`src/verilog/x25519_defs.svh`:
```
`ifndef X25519_DEFS_SVH
`define X25519_DEFS_SVH

// Bignum layout of a field element

// Number of blocks in one operand
`define X25519_BLOCKS 32

// Significant bits held in each block
`define X25519_BLOCK_W 8

// Storage width of a block, also the width of one pass column
`define X25519_WORD_W 32

// Operand width and the width of the partially reduced result
`define X25519_OPER_W 256
`define X25519_RES_W 264

`endif

```
`src/verilog/x25519_pkg.sv`:
```
`default_nettype none
`include "x25519_defs.svh"

package x25519_pkg;

	// Field element as 32 words, block 0 least significant
	// Only the low 8 bits of each word are significant on the way in
	typedef struct packed {
		logic [`X25519_BLOCKS-1:0][`X25519_WORD_W-1:0] blocks;
	} bignum_t;

	// Command opcodes
	typedef enum logic {
		MUL_OP_MUL = 1'b0,
		MUL_OP_SQR = 1'b1
	} mul_op_e;

	// Command register block states
	typedef enum logic {
		IDLE = 1'b0,
		RUN  = 1'b1
	} cmd_state_e;

	// Reducer states, one column stream then three fixed steps
	typedef enum logic [1:0] {
		COLLECT = 2'd0,
		CARRY1  = 2'd1,
		FOLD    = 2'd2,
		CARRY2  = 2'd3
	} squeeze_state_e;

endpackage

`default_nettype wire

```
`src/verilog/mul_cmd_regs.sv`:
```
`timescale 1ns/1ps
`default_nettype none
`include "x25519_defs.svh"

module mul_cmd_regs import x25519_pkg::*; (
	input wire clk,
	input wire rst_n_i,
	input wire start_i,
	input wire mul_op_e op_i,
	input wire [`X25519_OPER_W-1:0] a_i,
	input wire [`X25519_OPER_W-1:0] b_i,
	input wire sq_valid_i,
	input wire [`X25519_RES_W-1:0] sq_result_i,
	output logic mult_en_o,
	output logic [`X25519_OPER_W-1:0] oper_a_o,
	output logic [`X25519_OPER_W-1:0] oper_b_o,
	output logic busy_o,
	output logic done_o,
	output logic [`X25519_RES_W-1:0] result_o
);

	cmd_state_e state_q;
	logic accept;

	// Starts only count while idle, anything else is dropped
	assign accept = start_i && (state_q == IDLE);
	assign busy_o = (state_q == RUN);

	//////////////////////////////////////////////////////////////////////
	// Control FSM

	always_ff @(posedge clk) begin
		if (!rst_n_i) begin
			state_q   <= IDLE;
			mult_en_o <= 1'b0;
			done_o    <= 1'b0;
		end else begin
			// Both strobes are single cycle
			mult_en_o <= accept;
			done_o    <= 1'b0;
			if (accept) begin
				state_q <= RUN;
			end else if ((state_q == RUN) && sq_valid_i) begin
				state_q <= IDLE;
				done_o  <= 1'b1;
			end
		end
	end

	//////////////////////////////////////////////////////////////////////
	// Operand and result registers

	always_ff @(posedge clk) begin
		// Operands stay put for the whole run
		if (accept) begin
			oper_a_o <= a_i;
			// Squaring feeds a into both multiplier inputs
			oper_b_o <= (op_i == MUL_OP_SQR) ? a_i : b_i;
		end
		// Result held until the next run finishes
		if ((state_q == RUN) && sq_valid_i)
			result_o <= sq_result_i;
	end

endmodule

`default_nettype wire

```
`config.mk`:
```
export PLATFORM = sky130hd
export DESIGN_NAME = mul_cmd_regs
export DESIGN_NICKNAME = d
export VERILOG_FILES = /design/src/verilog/x25519_pkg.sv /design/src/verilog/mul_cmd_regs.sv
export VERILOG_INCLUDE_DIRS = /design/src /design/src/verilog
export SDC_FILE = /design/constraint.sdc
export NUM_CORES = 1
export LEC_CHECK = 0
export BUFFER_PORTS_ARGS = -buffer_cell sky130_fd_sc_hd__buf_4
export CAP_MARGIN = 0
export CORE_AREA = 4 4 602 604
export DETAILED_ROUTE_END_ITERATION = 6
export DIE_AREA = 0 0 606 608
export GPL_TIMING_DRIVEN = 0
export PLACE_DENSITY = 0.3
export REMOVE_ABC_BUFFERS = 1
export SLEW_MARGIN = 20
export SYNTH_ARGS = -nofsm -noshare
export SYNTH_HDL_FRONTEND = slang
export SYNTH_SLANG_ARGS = --single-unit
```
`constraint.sdc`:
```
create_clock -name clk -period 35 [get_ports clk]
set_input_delay 7 -clock clk [delete_from_list [all_inputs] [get_ports clk]]
set_output_delay 7 -clock clk [all_outputs]
set_load 0.02 [all_outputs]
```
==> After elaboration in Yosys (flattened, before gate mapping) <==
Cells that the tools add are included.
{ "classes": {"n_addsub": 0, "multipliers": 0, "div_mod_pow": 0, "magnitude_cmp": 0, "n_eq_ne": 0, "shift": 0, "muxes": 4, "bitwise": 2, "n_reduce_logical": 4} }
{ "ops": {"columns": ["operator", "n"], "rows": [
  ["256-bit two-way mux", 1],
  ["1-bit two-way mux", 3],
  ["1-bit logical AND", 2],
  ["1-bit inverter", 2],
  ["2-bit nonzero test", 1],
  ["2-bit OR reduction", 1]
]} }
{ "totals": {"register_bits": 779, "latch_bits": 0, "ramBits": 0, "mem_bits_ro": 0, "elab_cells": 16, "mem_count": 0} }

==> Depth between registers and ports, before layout <==
{ "depth": {"depth_word": 3, "ltp_mapped": 3, "ltp_nobuf": 2} }

==> Worst setup path before layout <==
OpenSTA, ideal clock, no wires.
{ "synth_path": {"kind": "input port to flip-flop", "startpoint": "input port start_i", "endpoint": "register state_q (netlist: busy_o)", "t_arrival_ps": 30505, "slack_ps": 4332, "cell_stages": 2, "path_cell_list": "nor2b_1 -> o21a_1"} }
{ "synth_via": {"elab_chain_len": 2, "word_cells_on_any_way": 3, "cone_classes": "1 x mux; 2 x reduce/logical"} }
{ "synth_lines": {"columns": ["element", "line", "text"], "rows": [
  ["start, declared", "mul_cmd_regs.sv:8", "input wire start_i,"],
  ["1-bit logical AND *", "mul_cmd_regs.sv:26", "assign accept = start_i && (state_q == IDLE);"],
  ["1-bit two-way mux / 2-bit nonzero test (equally long branches)", null, null],
  ["end signal, assigned", "mul_cmd_regs.sv:34", "state_q <= IDLE;"],
  ["end signal, assigned", "mul_cmd_regs.sv:42", "state_q <= RUN;"],
  ["end signal, assigned", "mul_cmd_regs.sv:44", "state_q <= IDLE;"],
  ["end, declared", "mul_cmd_regs.sv:22", "cmd_state_e state_q;"]
]} }
Every way passes the cells marked *; elsewhere a longest branch is shown, timed or not.
A chain may end at the register's enable or synchronous reset.

==> Worst setup path in the final report <==
{ "layout_path": {"startpoint": "input port start_i", "endpoint": "register oper_a_o[18] (enable)"} }
{ "layout_via": {"elab_chain_len": 1} }
{ "layout_lines": {"columns": ["element", "line", "text"], "rows": [
  ["1-bit logical AND", "mul_cmd_regs.sv:26", null],
  ["via accept", "mul_cmd_regs.sv:23", "logic accept;"],
  ["end signal, assigned", "mul_cmd_regs.sv:56", "oper_a_o <= a_i;"],
  ["end, declared", "mul_cmd_regs.sv:15", "output logic [`X25519_OPER_W-1:0] oper_a_o,"]
]} }
The timed path passes the listed nets, and every way through them passes these cells.

==> metrics.txt <==
final hold vios=0; outcome=finished clean; commonest cells after routing, fill and taps aside=buf_4 (1558), edfxtp_1 (776), mux2_2 (256); Die X=606 um; clk sinks=779; Via-to-Cell Ratio=2.42; most common cell after layout, fill and taps aside=buf_4; critical path peak fanout=25; Pre-Repair DR Iteration Count=5; DRT iter0 DRCs=896; IO Port Bufs=1559; total core area=358000 um2; Fmax achieved=0.112 GHz; num ports=1560; Arrival @ worst endpoint=9.46 ns; Slew headroom=0.525; Die Footprint=368000 um2; fraction of layout cells with a size suffix above 1=0.711; remaining antenna violation count=0; RSZ-0062 raised after global routing=no; met1 usage=0.107; first-pass GRT wire length=250000 um; Post-CTS Resized=0; flops & latches, synth=779; M3 GR Usage=0.0409; initial antenna violation count=119; Slew @ Worst Pin=0.711 ns; mean area per synthesized cell=24.9 um2; H-tree depth=3; final instance area=48600 um2; Yosys Warn Count=0; TritonCTS clock tree=built; post-CTS setup buffer count=0; Tot GR Track Use=0.107; largest net degree at the start of global routing=70; Die Height=608 um; deepest clock path buffer count=4; CP Data Required Time=35.49 ns; Fillers=40000; Placer Congestion=0.820; CTS Root Buffer Type=clkbuf_16; Layout Nets=3536; synthesized netlist cell count=1069; pre-CTS setup slack=25.18 ns; minimum clock period=8.97 ns; clock skew=0.0765 ns; vias in the first global route=19500; # DRC=0; Total Wirelength=207000 um; worst setup margin=26.03 ns; Hold-fix buffers, CTS=0; Final Core Density=0.136; layout overhead on the synthesized area=82.8%; Startpoint Class=primary input; max cap viols=0; worst skew pair latency=0.85 ns; clk slew on worst S/H paths=0.06 ns; met2 Use GR=0.205; PD cells=54.2 nW/um2; Worst Hold Class=reg2reg; busiest grt layer=met2; Remaining Overflow, GRT=0; Max VDD drop=0.0390 mV; Hold WS=0.707 ns; final number of setup-violating endpoints=0; routed via count=18500; CTS buffer count=114; period utilization=0.256; Crit Path Class=in2reg; Seq/Total Area, Yosys=0.879; post-place instance area=44900 um2; std cell rows=220; Starting Density=0.0744; total power=2.63 mW; Avg WL per Cell=27.1 um; Worst setup EP type=register; post-synthesis cell type count=10; Slew Viols, Final=0; Leakage Power=18.1 nW; Mapped Area=26600 um2; HPWL after DPL=179000 um
==> through the flow <==
step | setup TNS, ns | cells
floorplan | 0 | 1041
global placement | -7750.07 | 7373
detailed placement | 0 | 7412
CTS | 0 | 7616
global route | 0 | 7619
finish | 0 | 7633
==> path summary, 6_finish.rpt <==
check,startpoint,endpoint,slack (ns),cells after the start
worst max-delay path,start_i,oper_a_o[18],26.03,10
worst min-delay path,busy_o,busy_o,0.71,2
worst max register to register,busy_o,oper_a_o[18],31.90,9
worst min register to register,busy_o,busy_o,0.71,2
==> critical path: stages <==
cell	delay, ns
buf_4	0.08
nor2b_4	0.58
buf_12	0.26
buf_12	0.21
buf_12	0.20
buf_16	0.19
buf_16	0.19
buf_12	0.21
buf_12	0.21
buf_16	0.19
==> kinds of logic after synthesis <==
| family | share of synthesized area |
|---|---|
| AO/OA/AOI/OAI | 0.000282 |
| AND/OR/NAND/NOR | 0.00118 |
| flip-flops | 0.879 |
| multiplexers | 0.108 |
| buffers and inverters | 0.0115 |
==> state kept, by name, indices dropped and copies added, names as in the netlist <==
signal and flops:
done_o 1, mult_en_o 1, busy_o 1, oper_b_o 256, result_o 264, oper_a_o 256
==> layer usage <==
metal	up-vias	routed length, um
li1	7771	-
met1	9334	70700
met2	1016	112000
met3	341	18200
met4	26	5400
met5	-	170
==> final cells by class <==
| class | count | area [um2] | share of cell area |
|---|---|---|---|
| timing repair buffer | 1598 | 12600 | 0.260 |
| sequential | 779 | 23400 | 0.481 |
| clock inverter | 73 | 697 | 0.0143 |
| antenna | 17 | 42.5 | 0.000875 |
| clock buffer | 131 | 2960 | 0.0609 |
| tap | 4773 | 5970 | 0.123 |
| multi-input combinational | 262 | 2930 | 0.0603 |
==> synthesized netlist by cell type <==
cell type  instances  area, um2
buf_6             26        293
mux2_2           256       2880
buf_2              1       5.00
edfxtp_1         776      23300
buf_4              1       7.51
o21a_1             1       7.51
dfxtp_1            3       60.1
and3_1             1       6.26
and2_1             2       12.5
nor2b_1            2       12.5
==> power by group <==
part	leakage (nW)	switching, mW	internal [mW]
clock network	1.75	0.497	0.683
logic	8.94	0.197	0.146
registers	7.36	0.0185	1.09
No activity file was read; power rests on OpenSTA's default activity.
